### config.mk
export PLATFORM = sky130hd
export DESIGN_NAME = heap_alloc_top
export DESIGN_NICKNAME = d
export VERILOG_FILES = /design/src/hdl/heap_pkg.sv /design/src/hdl/heap_req_intake.sv /design/src/hdl/heap_req_fifo.sv /design/src/hdl/heap_header_ram.sv /design/src/hdl/heap_free_list_walker.sv /design/src/hdl/heap_alloc_top.sv
export VERILOG_INCLUDE_DIRS = /design/src /design/src/hdl
export SDC_FILE = /design/constraint.sdc
export NUM_CORES = 2
export LEC_CHECK = 0
export BUFFER_PORTS_ARGS = -buffer_cell sky130_fd_sc_hd__buf_2
export CAP_MARGIN = 5
export CORE_MARGIN = 2
export CORE_UTILIZATION = 45
export CTS_BUF_LIST = sky130_fd_sc_hd__clkbuf_8
export CTS_CLUSTER_SIZE = 40
export DETAILED_ROUTE_END_ITERATION = 10
export HOLD_SLACK_MARGIN = 0.15
export PLACE_DENSITY = 0.64
export SYNTH_ARGS = -nofsm -noshare
export SYNTH_HDL_FRONTEND = slang
export SYNTH_HIERARCHICAL = 1
export SYNTH_MEMORY_MAX_BITS = 65536
export SYNTH_SLANG_ARGS = --single-unit
### constraint.sdc
create_clock -name clk_i -period 16.1 [get_ports clk_i]
set_input_delay 0 -clock clk_i [delete_from_list [all_inputs] [get_ports clk_i]]
set_output_delay 0 -clock clk_i [all_outputs]
set_load 0.02 [all_outputs]
### src/hdl/heap_consts.svh
// heap geometry, widths and FIFO depth; include wherever these constants are needed
`ifndef HEAP_CONSTS_SVH
`define HEAP_CONSTS_SVH

// byte address and size width
`define HEAP_ADDR_W 16

`define HEAP_BYTES 1024
`define HEAP_BASE 8  // first real block, dummy head sits at 0

`define BLOCK_HEADER_SIZE 8
`define ALLOC_GRAIN 8  // also the header RAM word stride
`define MIN_ALLOC_SIZE 16

// header RAM index, HEAP_BYTES / ALLOC_GRAIN entries
`define HDR_IDX_W 7

// request FIFO entries, equal to the credits the intake starts with
`define REQ_FIFO_DEPTH 4

`endif

### src/hdl/heap_pkg.sv
// shared types of the heap allocator; compile before the RTL, use through heap_pkg::
`default_nettype none

`include "heap_consts.svh"

package heap_pkg;

  typedef logic [`HEAP_ADDR_W-1:0] heap_addr_t;  // byte address or size
  typedef logic [`HDR_IDX_W-1:0] hdr_idx_t;  // address / ALLOC_GRAIN

  typedef enum logic {
    FIRST_FIT = 1'b0,
    BEST_FIT  = 1'b1
  } alloc_strategy_e;

  typedef enum logic [3:0] {
    ST_INIT_HEAD,
    ST_INIT_BLOCK,
    ST_IDLE,
    ST_ALLOC_WALK,
    ST_ALLOC_FIT,
    ST_WR_NEW,
    ST_FREE_WALK,
    ST_FREE_LINK,
    ST_WR_LINK,
    ST_RSP
  } walker_state_e;

  typedef struct packed {
    heap_addr_t size;
    heap_addr_t next;  // 0 ends the list
  } block_header_t;

  typedef struct packed {
    logic       is_alloc;
    heap_addr_t operand;  // size on alloc, pointer on free
  } heap_req_t;

  typedef struct packed {
    logic       is_alloc;
    logic       ok;
    heap_addr_t ptr;
  } heap_rsp_t;

  typedef struct packed {
    logic          en;
    hdr_idx_t      idx;
    block_header_t hdr;
  } hdr_wr_t;

endpackage

`default_nettype wire

### src/hdl/heap_req_intake.sv
// request intake: takes valid/ready requests, normalizes alloc sizes, pushes on credits
`timescale 1ns/1ps
`default_nettype none

`include "heap_consts.svh"

module heap_req_intake (
  input  wire logic                clk_i,
  input  wire logic                rst_ni,
  input  wire logic                req_valid_i,
  input  wire heap_pkg::heap_req_t req_i,
  output logic                     req_ready_o,
  output logic                     push_o,
  output heap_pkg::heap_req_t      push_req_o,
  input  wire logic                credit_i
);

  localparam int CRED_W = $clog2(`REQ_FIFO_DEPTH + 1);
  localparam heap_pkg::heap_addr_t GRAIN_M1 = heap_pkg::heap_addr_t'(`ALLOC_GRAIN - 1);
  localparam heap_pkg::heap_addr_t MIN_SZ = heap_pkg::heap_addr_t'(`MIN_ALLOC_SIZE);

  logic [CRED_W-1:0]    credit_q, credit_d;
  logic                 push_q, push_d;
  logic                 ready_q;
  heap_pkg::heap_addr_t size_rnd;
  heap_pkg::heap_req_t  req_norm;
  heap_pkg::heap_req_t  push_req_q;

  assign size_rnd = (req_i.operand + GRAIN_M1) & ~GRAIN_M1;  // round up to grain

  always_comb begin
    req_norm = req_i;  // free pointer passes as is
    if (req_i.is_alloc) begin
      req_norm.operand = (size_rnd < MIN_SZ) ? MIN_SZ : size_rnd;
    end
  end

  assign push_d   = req_valid_i && ready_q;
  assign credit_d = credit_q - {{(CRED_W-1){1'b0}}, push_q} + {{(CRED_W-1){1'b0}}, credit_i};

  always_ff @(posedge clk_i) begin
    if (!rst_ni) begin
      credit_q <= CRED_W'(`REQ_FIFO_DEPTH);
      push_q   <= 1'b0;
      ready_q  <= 1'b0;
    end else begin
      credit_q <= credit_d;
      push_q   <= push_d;
      // ready next cycle only if a credit is left beyond the pending push
      ready_q  <= credit_d > {{(CRED_W-1){1'b0}}, push_d};
    end
  end

  always_ff @(posedge clk_i) begin
    if (push_d) push_req_q <= req_norm;
  end

  assign req_ready_o = ready_q;
  assign push_o      = push_q;
  assign push_req_o  = push_req_q;

endmodule

`default_nettype wire

### src/hdl/heap_req_fifo.sv
// request FIFO between intake and walker; each pop returns one credit to the intake
`timescale 1ns/1ps
`default_nettype none

`include "heap_consts.svh"

module heap_req_fifo (
  input  wire logic                clk_i,
  input  wire logic                rst_ni,
  input  wire logic                push_i,
  input  wire heap_pkg::heap_req_t push_req_i,
  output logic                     head_valid_o,
  output heap_pkg::heap_req_t      head_req_o,
  input  wire logic                pop_i,
  output logic                     credit_o
);

  localparam int DEPTH = `REQ_FIFO_DEPTH;
  localparam int PTR_W = $clog2(DEPTH);
  localparam int CNT_W = $clog2(DEPTH + 1);

  heap_pkg::heap_req_t mem_q [DEPTH];
  logic [PTR_W-1:0]    wr_ptr_q, rd_ptr_q;
  logic [CNT_W-1:0]    count_q;
  logic                credit_q;
  logic                do_pop;

  function automatic logic [PTR_W-1:0] ptr_inc(input logic [PTR_W-1:0] p);
    return (p == PTR_W'(DEPTH - 1)) ? '0 : p + 1'b1;
  endfunction

  assign do_pop = pop_i && head_valid_o;

  always_ff @(posedge clk_i) begin
    if (!rst_ni) begin
      wr_ptr_q <= '0;
      rd_ptr_q <= '0;
      count_q  <= '0;
      credit_q <= 1'b0;
    end else begin
      if (push_i) wr_ptr_q <= ptr_inc(wr_ptr_q);  // credits keep this from overflowing
      if (do_pop) rd_ptr_q <= ptr_inc(rd_ptr_q);
      case ({push_i, do_pop})
        2'b10:   count_q <= count_q + 1'b1;
        2'b01:   count_q <= count_q - 1'b1;
        default: count_q <= count_q;
      endcase
      credit_q <= do_pop;  // one pulse per pop
    end
  end

  always_ff @(posedge clk_i) begin
    if (push_i) mem_q[wr_ptr_q] <= push_req_i;
  end

  assign head_valid_o = (count_q != '0);
  assign head_req_o   = mem_q[rd_ptr_q];
  assign credit_o     = credit_q;

endmodule

`default_nettype wire

### src/hdl/heap_header_ram.sv
// block header storage; one registered read port, one write port, read returns old data
`timescale 1ns/1ps
`default_nettype none

`include "heap_consts.svh"

module heap_header_ram (
  input  wire logic                    clk_i,
  input  wire heap_pkg::hdr_idx_t      rd_idx_i,
  output heap_pkg::block_header_t      rd_hdr_o,
  input  wire heap_pkg::hdr_wr_t       hdr_wr_i
);

  localparam int ENTRIES = `HEAP_BYTES / `ALLOC_GRAIN;

  heap_pkg::block_header_t mem_q [ENTRIES];
  heap_pkg::block_header_t rd_hdr_q;

  // write port
  always_ff @(posedge clk_i) begin
    if (hdr_wr_i.en) begin
      mem_q[hdr_wr_i.idx] <= hdr_wr_i.hdr;
    end
  end

  // read port, one cycle latency
  always_ff @(posedge clk_i) begin
    rd_hdr_q <= mem_q[rd_idx_i];  // same-cycle write not visible yet
  end

  assign rd_hdr_o = rd_hdr_q;

endmodule

`default_nettype wire

### src/hdl/heap_free_list_walker.sv
// free-list walker FSM: builds the initial heap, then serves alloc and free one at a time
`timescale 1ns/1ps
`default_nettype none

`include "heap_consts.svh"

module heap_free_list_walker (
  input  wire logic                      clk_i,
  input  wire logic                      rst_ni,
  input  wire heap_pkg::alloc_strategy_e strategy_i,
  input  wire logic                      head_valid_i,
  input  wire heap_pkg::heap_req_t       head_req_i,
  output logic                           pop_o,
  output heap_pkg::hdr_idx_t             rd_idx_o,
  input  wire heap_pkg::block_header_t   rd_hdr_i,
  output heap_pkg::hdr_wr_t              hdr_wr_o,
  output logic                           rsp_valid_o,
  output heap_pkg::heap_rsp_t            rsp_o,
  input  wire logic                      rsp_ready_i
);

  localparam heap_pkg::heap_addr_t HDR_SZ = heap_pkg::heap_addr_t'(`BLOCK_HEADER_SIZE);
  localparam heap_pkg::heap_addr_t MIN_SZ = heap_pkg::heap_addr_t'(`MIN_ALLOC_SIZE);
  localparam heap_pkg::heap_addr_t BASE = heap_pkg::heap_addr_t'(`HEAP_BASE);
  localparam heap_pkg::heap_addr_t INIT_SZ =
    heap_pkg::heap_addr_t'(`HEAP_BYTES - `HEAP_BASE - `BLOCK_HEADER_SIZE);

  heap_pkg::walker_state_e state_q, state_d;
  heap_pkg::heap_req_t     req_q, req_d;
  heap_pkg::heap_rsp_t     rsp_q, rsp_d;
  heap_pkg::heap_addr_t    cur_addr_q, cur_addr_d;  // header arriving on rd_hdr_i
  heap_pkg::heap_addr_t    prev_addr_q, prev_addr_d;
  heap_pkg::block_header_t prev_hdr_q, prev_hdr_d;
  heap_pkg::heap_addr_t    fit_addr_q, fit_addr_d;
  heap_pkg::block_header_t fit_hdr_q, fit_hdr_d;
  heap_pkg::heap_addr_t    best_diff_q, best_diff_d;
  logic                    found_q, found_d;
  heap_pkg::heap_addr_t    link_addr_q, link_addr_d;  // header whose next gets patched
  heap_pkg::block_header_t link_hdr_q, link_hdr_d;
  heap_pkg::heap_addr_t    link_next_q, link_next_d;

  heap_pkg::heap_addr_t    rd_addr;
  heap_pkg::heap_addr_t    cur_diff;
  logic                    cur_fits, cur_take;
  logic [`HEAP_ADDR_W:0]   split_need;
  logic                    do_split;
  heap_pkg::heap_addr_t    blk_addr, new_addr;

  function automatic heap_pkg::hdr_idx_t addr2idx(input heap_pkg::heap_addr_t a);
    return heap_pkg::hdr_idx_t'(a / `ALLOC_GRAIN);
  endfunction

  assign cur_fits = rd_hdr_i.size >= req_q.operand;
  assign cur_diff = rd_hdr_i.size - req_q.operand;
  // first-fit takes any fit, best-fit only a tighter one
  assign cur_take = cur_fits && (strategy_i == heap_pkg::FIRST_FIT || !found_q ||
                                 cur_diff < best_diff_q);

  assign split_need = {1'b0, req_q.operand} + {1'b0, HDR_SZ} + {1'b0, MIN_SZ};
  assign do_split   = {1'b0, fit_hdr_q.size} >= split_need;
  assign new_addr   = fit_addr_q + HDR_SZ + req_q.operand;
  assign blk_addr   = req_q.operand - HDR_SZ;

  always_comb begin
    state_d     = state_q;
    req_d       = req_q;
    rsp_d       = rsp_q;
    cur_addr_d  = cur_addr_q;
    prev_addr_d = prev_addr_q;
    prev_hdr_d  = prev_hdr_q;
    fit_addr_d  = fit_addr_q;
    fit_hdr_d   = fit_hdr_q;
    best_diff_d = best_diff_q;
    found_d     = found_q;
    link_addr_d = link_addr_q;
    link_hdr_d  = link_hdr_q;
    link_next_d = link_next_q;
    pop_o       = 1'b0;
    rd_addr     = '0;
    hdr_wr_o    = '0;
    rsp_valid_o = 1'b0;

    unique case (state_q)
      heap_pkg::ST_INIT_HEAD: begin
        hdr_wr_o.en       = 1'b1;  // dummy head, size 0
        hdr_wr_o.idx      = addr2idx('0);
        hdr_wr_o.hdr.next = BASE;
        state_d           = heap_pkg::ST_INIT_BLOCK;
      end
      heap_pkg::ST_INIT_BLOCK: begin
        hdr_wr_o.en       = 1'b1;  // one block spanning the heap
        hdr_wr_o.idx      = addr2idx(BASE);
        hdr_wr_o.hdr.size = INIT_SZ;
        state_d           = heap_pkg::ST_IDLE;
      end
      heap_pkg::ST_IDLE: begin
        if (head_valid_i) begin
          pop_o      = 1'b1;
          req_d      = head_req_i;
          cur_addr_d = '0;
          found_d    = 1'b0;
          rd_addr    = '0;  // walk always starts at the head
          state_d    = head_req_i.is_alloc ? heap_pkg::ST_ALLOC_WALK : heap_pkg::ST_FREE_WALK;
        end
      end
      heap_pkg::ST_ALLOC_WALK: begin
        if (cur_take) begin
          fit_addr_d  = cur_addr_q;
          fit_hdr_d   = rd_hdr_i;
          link_addr_d = prev_addr_q;
          link_hdr_d  = prev_hdr_q;
          best_diff_d = cur_diff;
          found_d     = 1'b1;
        end
        if ((strategy_i == heap_pkg::FIRST_FIT && cur_fits) || rd_hdr_i.next == '0) begin
          if (found_q || cur_take) begin
            state_d = heap_pkg::ST_ALLOC_FIT;
          end else begin
            rsp_d.is_alloc = 1'b1;  // nothing fits
            rsp_d.ok       = 1'b0;
            rsp_d.ptr      = '0;
            state_d        = heap_pkg::ST_RSP;
          end
        end else begin
          prev_addr_d = cur_addr_q;
          prev_hdr_d  = rd_hdr_i;
          cur_addr_d  = rd_hdr_i.next;
          rd_addr     = rd_hdr_i.next;
        end
      end
      heap_pkg::ST_ALLOC_FIT: begin
        rsp_d.is_alloc = 1'b1;
        rsp_d.ok       = 1'b1;
        rsp_d.ptr      = fit_addr_q + HDR_SZ;
        if (do_split) begin
          hdr_wr_o.en       = 1'b1;  // shrink the allocated block
          hdr_wr_o.idx      = addr2idx(fit_addr_q);
          hdr_wr_o.hdr.size = req_q.operand;
          link_next_d       = new_addr;
          state_d           = heap_pkg::ST_WR_NEW;
        end else begin
          link_next_d = fit_hdr_q.next;  // whole block leaves the list
          state_d     = heap_pkg::ST_WR_LINK;
        end
      end
      heap_pkg::ST_WR_NEW: begin
        hdr_wr_o.en       = 1'b1;  // remainder becomes a free block
        hdr_wr_o.idx      = addr2idx(new_addr);
        hdr_wr_o.hdr.size = fit_hdr_q.size - req_q.operand - HDR_SZ;
        hdr_wr_o.hdr.next = fit_hdr_q.next;
        state_d           = heap_pkg::ST_WR_LINK;
      end
      heap_pkg::ST_FREE_WALK: begin
        if (rd_hdr_i.next != '0 && rd_hdr_i.next < blk_addr) begin
          cur_addr_d = rd_hdr_i.next;
          rd_addr    = rd_hdr_i.next;
        end else begin
          link_addr_d = cur_addr_q;  // insert after this one
          link_hdr_d  = rd_hdr_i;
          link_next_d = blk_addr;
          rd_addr     = blk_addr;  // fetch the stored size
          state_d     = heap_pkg::ST_FREE_LINK;
        end
      end
      heap_pkg::ST_FREE_LINK: begin
        hdr_wr_o.en       = 1'b1;
        hdr_wr_o.idx      = addr2idx(blk_addr);
        hdr_wr_o.hdr.size = rd_hdr_i.size;
        hdr_wr_o.hdr.next = link_hdr_q.next;
        rsp_d.is_alloc    = 1'b0;
        rsp_d.ok          = 1'b1;
        rsp_d.ptr         = '0;
        state_d           = heap_pkg::ST_WR_LINK;
      end
      heap_pkg::ST_WR_LINK: begin
        hdr_wr_o.en       = 1'b1;
        hdr_wr_o.idx      = addr2idx(link_addr_q);
        hdr_wr_o.hdr.size = link_hdr_q.size;
        hdr_wr_o.hdr.next = link_next_q;
        state_d           = heap_pkg::ST_RSP;
      end
      heap_pkg::ST_RSP: begin
        rsp_valid_o = 1'b1;  // held until taken
        if (rsp_ready_i) state_d = heap_pkg::ST_IDLE;
      end
      default: state_d = heap_pkg::ST_IDLE;
    endcase
  end

  always_ff @(posedge clk_i) begin
    if (!rst_ni) begin
      state_q <= heap_pkg::ST_INIT_HEAD;
    end else begin
      state_q <= state_d;
    end
  end

  always_ff @(posedge clk_i) begin
    req_q       <= req_d;
    rsp_q       <= rsp_d;
    cur_addr_q  <= cur_addr_d;
    prev_addr_q <= prev_addr_d;
    prev_hdr_q  <= prev_hdr_d;
    fit_addr_q  <= fit_addr_d;
    fit_hdr_q   <= fit_hdr_d;
    best_diff_q <= best_diff_d;
    found_q     <= found_d;
    link_addr_q <= link_addr_d;
    link_hdr_q  <= link_hdr_d;
    link_next_q <= link_next_d;
  end

  assign rd_idx_o = addr2idx(rd_addr);
  assign rsp_o    = rsp_q;

endmodule

`default_nettype wire

### src/hdl/heap_alloc_top.sv
// heap allocator top: intake, credit FIFO, free-list walker and header RAM
`timescale 1ns/1ps
`default_nettype none

module heap_alloc_top (
  input  wire logic                      clk_i,
  input  wire logic                      rst_ni,
  input  wire heap_pkg::alloc_strategy_e strategy_i,
  input  wire logic                      req_valid_i,
  input  wire heap_pkg::heap_req_t       req_i,
  output logic                           req_ready_o,
  output logic                           rsp_valid_o,
  output heap_pkg::heap_rsp_t            rsp_o,
  input  wire logic                      rsp_ready_i
);

  logic                    push;
  heap_pkg::heap_req_t     push_req;
  logic                    credit;
  logic                    head_valid;
  heap_pkg::heap_req_t     head_req;
  logic                    pop;
  heap_pkg::hdr_idx_t      rd_idx;
  heap_pkg::block_header_t rd_hdr;
  heap_pkg::hdr_wr_t       hdr_wr;

  heap_req_intake heap_req_intake_i (
    .clk_i       (clk_i),
    .rst_ni      (rst_ni),
    .req_valid_i (req_valid_i),
    .req_i       (req_i),
    .req_ready_o (req_ready_o),
    .push_o      (push),
    .push_req_o  (push_req),
    .credit_i    (credit)
  );

  heap_req_fifo heap_req_fifo_i (
    .clk_i        (clk_i),
    .rst_ni       (rst_ni),
    .push_i       (push),
    .push_req_i   (push_req),
    .head_valid_o (head_valid),
    .head_req_o   (head_req),
    .pop_i        (pop),
    .credit_o     (credit)
  );

  heap_free_list_walker heap_free_list_walker_i (
    .clk_i        (clk_i),
    .rst_ni       (rst_ni),
    .strategy_i   (strategy_i),
    .head_valid_i (head_valid),
    .head_req_i   (head_req),
    .pop_o        (pop),
    .rd_idx_o     (rd_idx),
    .rd_hdr_i     (rd_hdr),
    .hdr_wr_o     (hdr_wr),
    .rsp_valid_o  (rsp_valid_o),
    .rsp_o        (rsp_o),
    .rsp_ready_i  (rsp_ready_i)
  );

  heap_header_ram heap_header_ram_i (
    .clk_i    (clk_i),
    .rd_idx_i (rd_idx),
    .rd_hdr_o (rd_hdr),
    .hdr_wr_i (hdr_wr)
  );

endmodule

`default_nettype wire

# Yosys cells after proc, flatten, opt, wreduce, memory -nomap -nowiden
# Memory sizes are Yosys's and may differ from the RTL's. A register that Yosys moved wholly into a read port is not among the register bits.
# Index checks and enable logic that the tools add are counted.
classes:
  add_sub_neg: 15
  order_cmp: 6
  eq_ne: 21
  mux: 48
  n_bitwise: 2
  reduce_logical: 30
ops:
  columns: ["cell", "n"]
  rows:
  - ["$mux W16", 7]
  - ["$pmux W16 S5", 1]
  - ["$mux W32", 2]
  - ["$pmux W16 S4", 1]
  - ["$pmux W32 S2", 1]
  - ["$pmux W18 S3", 1]
  - ["$pmux W16 S3", 1]
  - ["$pmux W8 S6", 1]
  - ["$mux W10", 4]
  - ["$pmux W10 S2", 2]
  - ["$mux W18", 2]
  - ["$lt A16 B16 Y1", 2]
  - ["$pmux W16 S2", 1]
  - ["$pmux W4 S8", 1]
  - ["$sub A16 B16 Y16", 2]
  - ["$sub A16 B4 Y16 const B", 2]
  - ["$mux W24", 1]
  - ["$mux W4", 6]
  - ["$add A16 B4 Y17 const B", 1]
  - ["$add A17 B5 Y17 const B", 1]
  - ["$ge A16 B17 Y1", 1]
  - ["$add A16 B16 Y16", 1]
  - ["$add A16 B3 Y16 const B", 1]
  - ["$add A16 B4 Y16 const B", 1]
  - ["other kinds (34)", 78]
word_totals:
  reg_bits: 249
  ram_bits: 4164
  out_inout_bits: 20
  elab_cells: 151
  mem_count: 2
mem_list:
  columns: ["name", "words", "width", "rd", "rd_clocked_by_memory_dff", "wr", "line", "source"]
  rows:
  - ["heap_header_ram_i.mem_q", 128, 32, 1, 1, 1, "heap_header_ram.sv:16", "heap_pkg::block_header_t mem_q [ENTRIES];"]
  - ["heap_req_fifo_i.mem_q", 4, 17, 1, 1, 1, "heap_req_fifo.sv:22", "heap_pkg::heap_req_t mem_q [DEPTH];"]

# Logic depth before layout (Yosys ltp)
logic_depth:
  word_depth: 8
  depth_mapped: 25
  mapped_depth_nobuf: 19

# Cells and area by module
# The synthesis kept the hierarchy.
by_module_without_submodules:
  columns: ["module", "instances", "cells_per_inst", "area_per_inst_um2", "seq_area_each_um2"]
  rows:
  - ["heap_header_ram", 1, 5990, 156276.1, 123638.6]
  - ["heap_free_list_walker", 1, 1126, 12604.6, 6356.1]
  - ["heap_req_fifo", 1, 142, 2986.6, 2242.2]
  - ["heap_req_intake", 1, 87, 1076.0, 610.6]

# Worst setup path after synthesis
# OpenSTA, ideal clock, no wires.
synth_timing:
  kind: "register to register"
  start: "reg heap_free_list_walker_i/req_q[1] (netlist name)"
  end: "mem heap_header_ram_i/mem_q[0][29] (netlist name), data pin"
  setup_time_ns: 1.197
  t_arrival_ns: 7.391
  required_time_ns: 14.903
  setup_slack_ns: 7.512
  stages_incl_launch_ff: 14
  path_buffers: 0
  synth_period_minus_slack_ns: 8.588
  path_cell_list: "edfxtp_1 -> inv_1 -> ha_1 -> ha_1 -> inv_1 -> fa_1 -> nor2b_1 -> o2111ai_1 -> and3_1 -> nor3_1 -> or3_1 -> a21oi_1 -> xor2_1 -> o21ai_0"
synth_rtl:
  columns: ["element", "line", "source"]
  rows:
  - ["start, declared", "heap_free_list_walker.sv:29", "heap_pkg::heap_req_t req_q, req_d;"]
  - ["start signal, assigned", "heap_free_list_walker.sv:199", "req_q <= req_d;"]
  - ["end, declared", "heap_header_ram.sv:16", null]

# Final worst setup path
layout_timing:
  start: "reg heap_free_list_walker_i/req_q[3] (netlist name)"
  end: "reg, netlist name heap_header_ram_i/rd_hdr_o[27]"
layout_via:
  elab_chain_cells: 5
  word_cells_on_any_way: 9
  cone_classes: "add/sub: 1; order compare: 2; mux: 3; reduce/logical: 3"
layout_lines:
  columns: ["element", "line", "source"]
  rows:
  - ["$sub A16 B4 Y16 / $ge A16 B16 Y1 (equally long branches)", "heap_free_list_walker.sv:62, heap_free_list_walker.sv:53", null]
  - ["$lt A16 B16 Y1 / $logic_and A1 B1 Y1 (equally long branches)", "heap_free_list_walker.sv:154, heap_free_list_walker.sv:115", null]
  - ["$logic_and A1 B1 Y1 / $logic_or A1 B1 Y1 (equally long branches)", "heap_free_list_walker.sv:154, heap_free_list_walker.sv:115", null]
  - ["$mux W10, on equally long branches", "heap_free_list_walker.sv:154, heap_free_list_walker.sv:115", null]
  - ["$pmux W10 S2 *", "heap_free_list_walker.sv:83", "unique case (state_q)"]
  - ["net rd_idx[2]", "heap_alloc_top.sv:23", "heap_pkg::hdr_idx_t rd_idx;"]
# The timed path passes the listed nets; every way through them passes the cells marked *.
# A chain may end at the register's enable or synchronous reset.

==> flow_metrics.py <==
metrics = {
    "synth": {
        "synth_area_per_cell_um2": 23.55,
        "ys_warn_count": 6,
        "ys_types": 73,
        "ys.flop_type": "edfxtp_1",
        "synthCells": 7345,
        "synth_edf_count": 4390,
        "synth.area.top_cells": "edfxtp_1 (76%), mux4_2 (18%), ha_1 (0.82%)",
        "synth_top_area_share_pct": 76.23,
        "syn_nets": 7487,
        "ys_async_sr_fraction_pct": 0,
        "netlist_area_um2": 172900,
        "ys_seq_area_share_pct": 76.82,
        "synth_area_leader_cell": "edfxtp_1",
        "ys_ff_latch": 4441,
    },
    "cts": {
        "h-tree-depth": 6,
        "clkSinkCount": 4441,
        "clk_pin_slew_ps": 60,
        "root_buffer": "clkbuf_8",
        "numCtsBuffers": 685,
        "clockBufferDepth": 4,
        "cts_tree": "yes",
        "clock_latency_ps": 1260,
        "post_cts_buffers": 0,
    },
    "min_path": {
        "holdPathStages": 4,
        "worst_hold_path_type": "in -> reg",
    },
    "global_route": {
        "antenna_found_initial": 70,
        "grtUsageTotal_pct": 23.81,
        "grt_pass1_wl_um": 651700,
        "grt_pass1_vias": 85110,
        "grt-ovfl-total": 0,
        "grt_max_degree": 120,
    },
    "drt": {
        "drt_iter0_markers": 12610,
        "wirelength_um": 467500,
        "final_antenna_net_count": 0,
        "dr.pass1.iters": 9,
        "post_drt_wl_per_cell_um": 34.28,
        "vias": 84710,
        "via_per_inst": 6.211,
        "drcViolationCount": 0,
    },
    "job": {
        "cap_violations": 0,
    },
    "finish": {
        "finish.utilization_pct": 50.83,
        "stdcell_count": 13640,
        "drive_gt1_share_pct": 31.97,
        "finish.instance_area_um2": 194500,
        "n_fill_cell": 29370,
        "multi_input_area_um2": 39340,
        "seq_area_um2": 132800,
        "area_delta_synth_final_pct": 12.45,
        "nets": 8154,
    },
    "sta": {
        "hold_viol": 0,
        "relSlewSlack_pct": 13.83,
        "final.period_utilization_pct": 55.94,
        "rsz0062_at_grt": "false",
        "drv_slew": 0,
        "finalClockSkew_ps": 98.26,
        "min_period_ps": 9007,
        "max_freq_mhz": 111.0,
        "fin_tns_setup_ps": 0,
        "worstMarginPinSlew_ps": 1293,
        "setup_violations": 0,
    },
    "outcome": {
        "status": "completed",
    },
    "floorplan": {
        "dieArea_um2": 389300,
        "rows": 227,
        "core_um2": 382600,
        "ioPinCount": 42,
        "die_x_um": 623.9,
        "initial_utilization_pct": 45.20,
        "die_h_um": 623.9,
    },
    "place": {
        "portBuffers": 41,
        "dpl.hpwl_um": 255100,
        "place_inst": 12310,
        "placed_cell_area_um2": 181200,
        "gp_congestion": 0.9127,
    },
    "worst_setup_path": {
        "r2r_slack_ps": 7090,
        "cp_max_fo": 57,
        "r2r_cells": 22,
        "critPathLaunchType": "flip-flop",
        "critPathArrivalTime_ps": 10110,
        "cp-end-kind": "flip-flop",
        "worst_ep_required_time_ps": 17200,
        "path_class": "reg -> reg",
    },
    "power_and_ir_drop": {
        "peakVddDrop_mv": 0.1302,
        "cellLeakagePower_nw": 59.74,
        "power_density_nw_per_um2": 138.7,
    },
}
[area by class of cell]
cell class / count / share of cell area [%]
antenna: 34 / 0.04375
clock buffer: 705 / 4.989
clock inverter: 537 / 1.506
inverter: 124 / 0.2586
multi-input combinational: 2418 / 20.23
sequential: 4441 / 68.31
tap: 5038 / 3.241
timing repair buffer: 342 / 1.424
[worst max-delay path, cell delays in order, from the launching register on]
cell and delay [ps]:
edfxtp_1 590, inv_1 230, ha_1 290, inv_1 80
o21ai_0 240, and2_1 320, ha_1 300, a211oi_1 250
o21ai_0 160, a211oi_1 290, o21ai_0 180, a211oi_1 630
or2_1 370, nand2_1 140, o21ai_4 120, buf_4 500
buf_4 640, buf_4 810, buf_4 710, mux4_2 410
mux4_2 580, mux4_2 610, mux2_2 300
[metal layers]
layer	part of all wire, %	wire length (um)	vias up	GRT usage (%)
met3	10	48770	762	4.284
met5	0.022	101	-	0
met2	48	224700	5063	38.16
met1	38	177900	45940	33.24
met4	3.4	16090	14	8.052
li1	-	-	32930	-
[state kept, by name, summed over array words and instances, names as in the netlist, 3 cells and up, named ones only]
| signal | flops |
|---|---|
| heap_req_intake_i/credit_q | 3 |
| heap_free_list_walker_i/link_next_q | 16 |
| heap_free_list_walker_i/req_q | 16 |
| heap_free_list_walker_i/link_addr_q | 7 |
| heap_free_list_walker_i/cur_addr_q | 16 |
| heap_req_fifo_i/mem_q | 68 |
| heap_free_list_walker_i/prev_hdr_q | 32 |
| heap_free_list_walker_i/fit_addr_q | 16 |
| heap_free_list_walker_i/link_hdr_q | 32 |
| heap_req_intake_i/push_req_o | 17 |
| heap_free_list_walker_i/fit_hdr_q | 32 |
| heap_header_ram_i/mem_q | 4096 |
| heap_req_fifo_i/count_q | 3 |
| heap_header_ram_i/rd_hdr_o | 32 |
| heap_free_list_walker_i/state_q | 4 |
| heap_free_list_walker_i/prev_addr_q | 7 |
| heap_free_list_walker_i/best_diff_q | 16 |
| heap_free_list_walker_i/rsp_o | 18 |
[path summary, 6_finish.rpt]
kind,end,startpoint
worst max-delay path,heap_header_ram_i/rd_hdr_o[27]$_DFF_P_,heap_free_list_walker_i/req_q[3]$_DFFE_PP_
worst min-delay path,heap_req_intake_i/push_o$_SDFF_PN0_,rst_ni
worst max register to register,heap_header_ram_i/rd_hdr_o[27]$_DFF_P_,heap_free_list_walker_i/req_q[3]$_DFFE_PP_
worst min register to register,heap_free_list_walker_i/fit_addr_q[1]$_DFFE_PP_,heap_free_list_walker_i/cur_addr_q[1]$_SDFFCE_PP0P_
[cells by family after synthesis]
family	count (synthesis)	synth area share (%)
DFF	4441	76.82
muxes	1446	18.28
and+or+nand+nor	517	1.435
buffers and inverters	486	1.157
AOI/OAI and AO/OA	250	0.9839
adders and majority gates	120	0.8942
xor gates and xnor gates	85	0.4305
[synthesized netlist by cell type, types with 4 or more instances]
| master | count |
|---|---|
| nor3_1 | 39 |
| a222oi_1 | 24 |
| xnor2_1 | 67 |
| buf_4 | 6 |
| a211oi_1 | 14 |
| o31ai_1 | 6 |
| o21a_1 | 10 |
| nand3_1 | 35 |
| mux4_1 | 7 |
| mux2_2 | 73 |
| dfxtp_1 | 51 |
| buf_2 | 85 |
| nand4_1 | 18 |
| and3_1 | 10 |
| mux4_2 | 1354 |
| and2_1 | 28 |
| nand2b_1 | 14 |
| buf_1 | 52 |
| nand2_1 | 94 |
| a21oi_1 | 57 |
| fa_1 | 6 |
| nor2_1 | 187 |
| edfxtp_1 | 4390 |
| or3_1 | 10 |
| or2_2 | 7 |
| a31oi_1 | 12 |
| o21ai_0 | 62 |
| o211ai_1 | 7 |
| nor4_1 | 10 |
| buf_6 | 4 |
| clkbuf_1 | 213 |
| mux2i_1 | 12 |
| a221o_1 | 12 |
| nor2b_1 | 44 |
| inv_1 | 122 |
| xor2_1 | 18 |
| ha_1 | 114 |
| a21o_1 | 9 |
| a22oi_1 | 5 |
[cell usage in the layout, fill, tap and decap left out, types with 11 or more instances in the layout]
cell,instances
buf_12,13
nor2b_1,44
bufinv_16,15
nand3_1,31
inv_8,17
xnor2_1,67
o21ai_4,13
inv_1,364
edfxtp_1,4390
a21oi_1,57
mux4_2,1354
nor3_1,28
a222oi_1,24
mux2i_1,12
nand2_1,87
clkinv_8,15
mux2_2,73
and2_1,28
o21ai_0,49
a211oi_1,14
nand2b_1,14
diode_2,34
dfxtp_1,51
xor2_1,18
clkbuf_8,705
buf_2,41
inv_4,15
nor3_2,11
nor2_4,120
dlygate4sd3_1,57
nor2_1,65
buf_4,231
clkinv_2,51
ha_1,114
nand4_1,18
a31oi_1,11
clkinvlp_4,12
clkinv_1,158
[power breakdown]
part	total [mW]	internal (mW)	switching [mW]
registers	13.9	13.6	0.271
clock network	8.76	4.34	4.42
logic	4.32	1.48	2.85
[metrics by stage]
| step | total power, mW | hold WS [ps] | setup WS, ps |
|---|---|---|---|
| 2_1_floorplan | 16.53 | 61.94 | 7512 |
| 3_3_place_gp | 18.31 | 306.7 | 7041 |
| 3_5_place_dp | 18.42 | 320.0 | 7223 |
| 4_1_cts | 27.11 | 193.4 | 7202 |
| 5_1_grt | 27.79 | 272.8 | 6708 |
| 6_report | 26.98 | 297.9 | 7093 |
[timing repair]
item | CTS | global route
setup endpoints to repair | 0 | 0
endpoints found under the hold margin | 111 | 0
resized for setup | 0 | 0
hold buffers | 57 | 0
(Power assumes the default switching activity.)
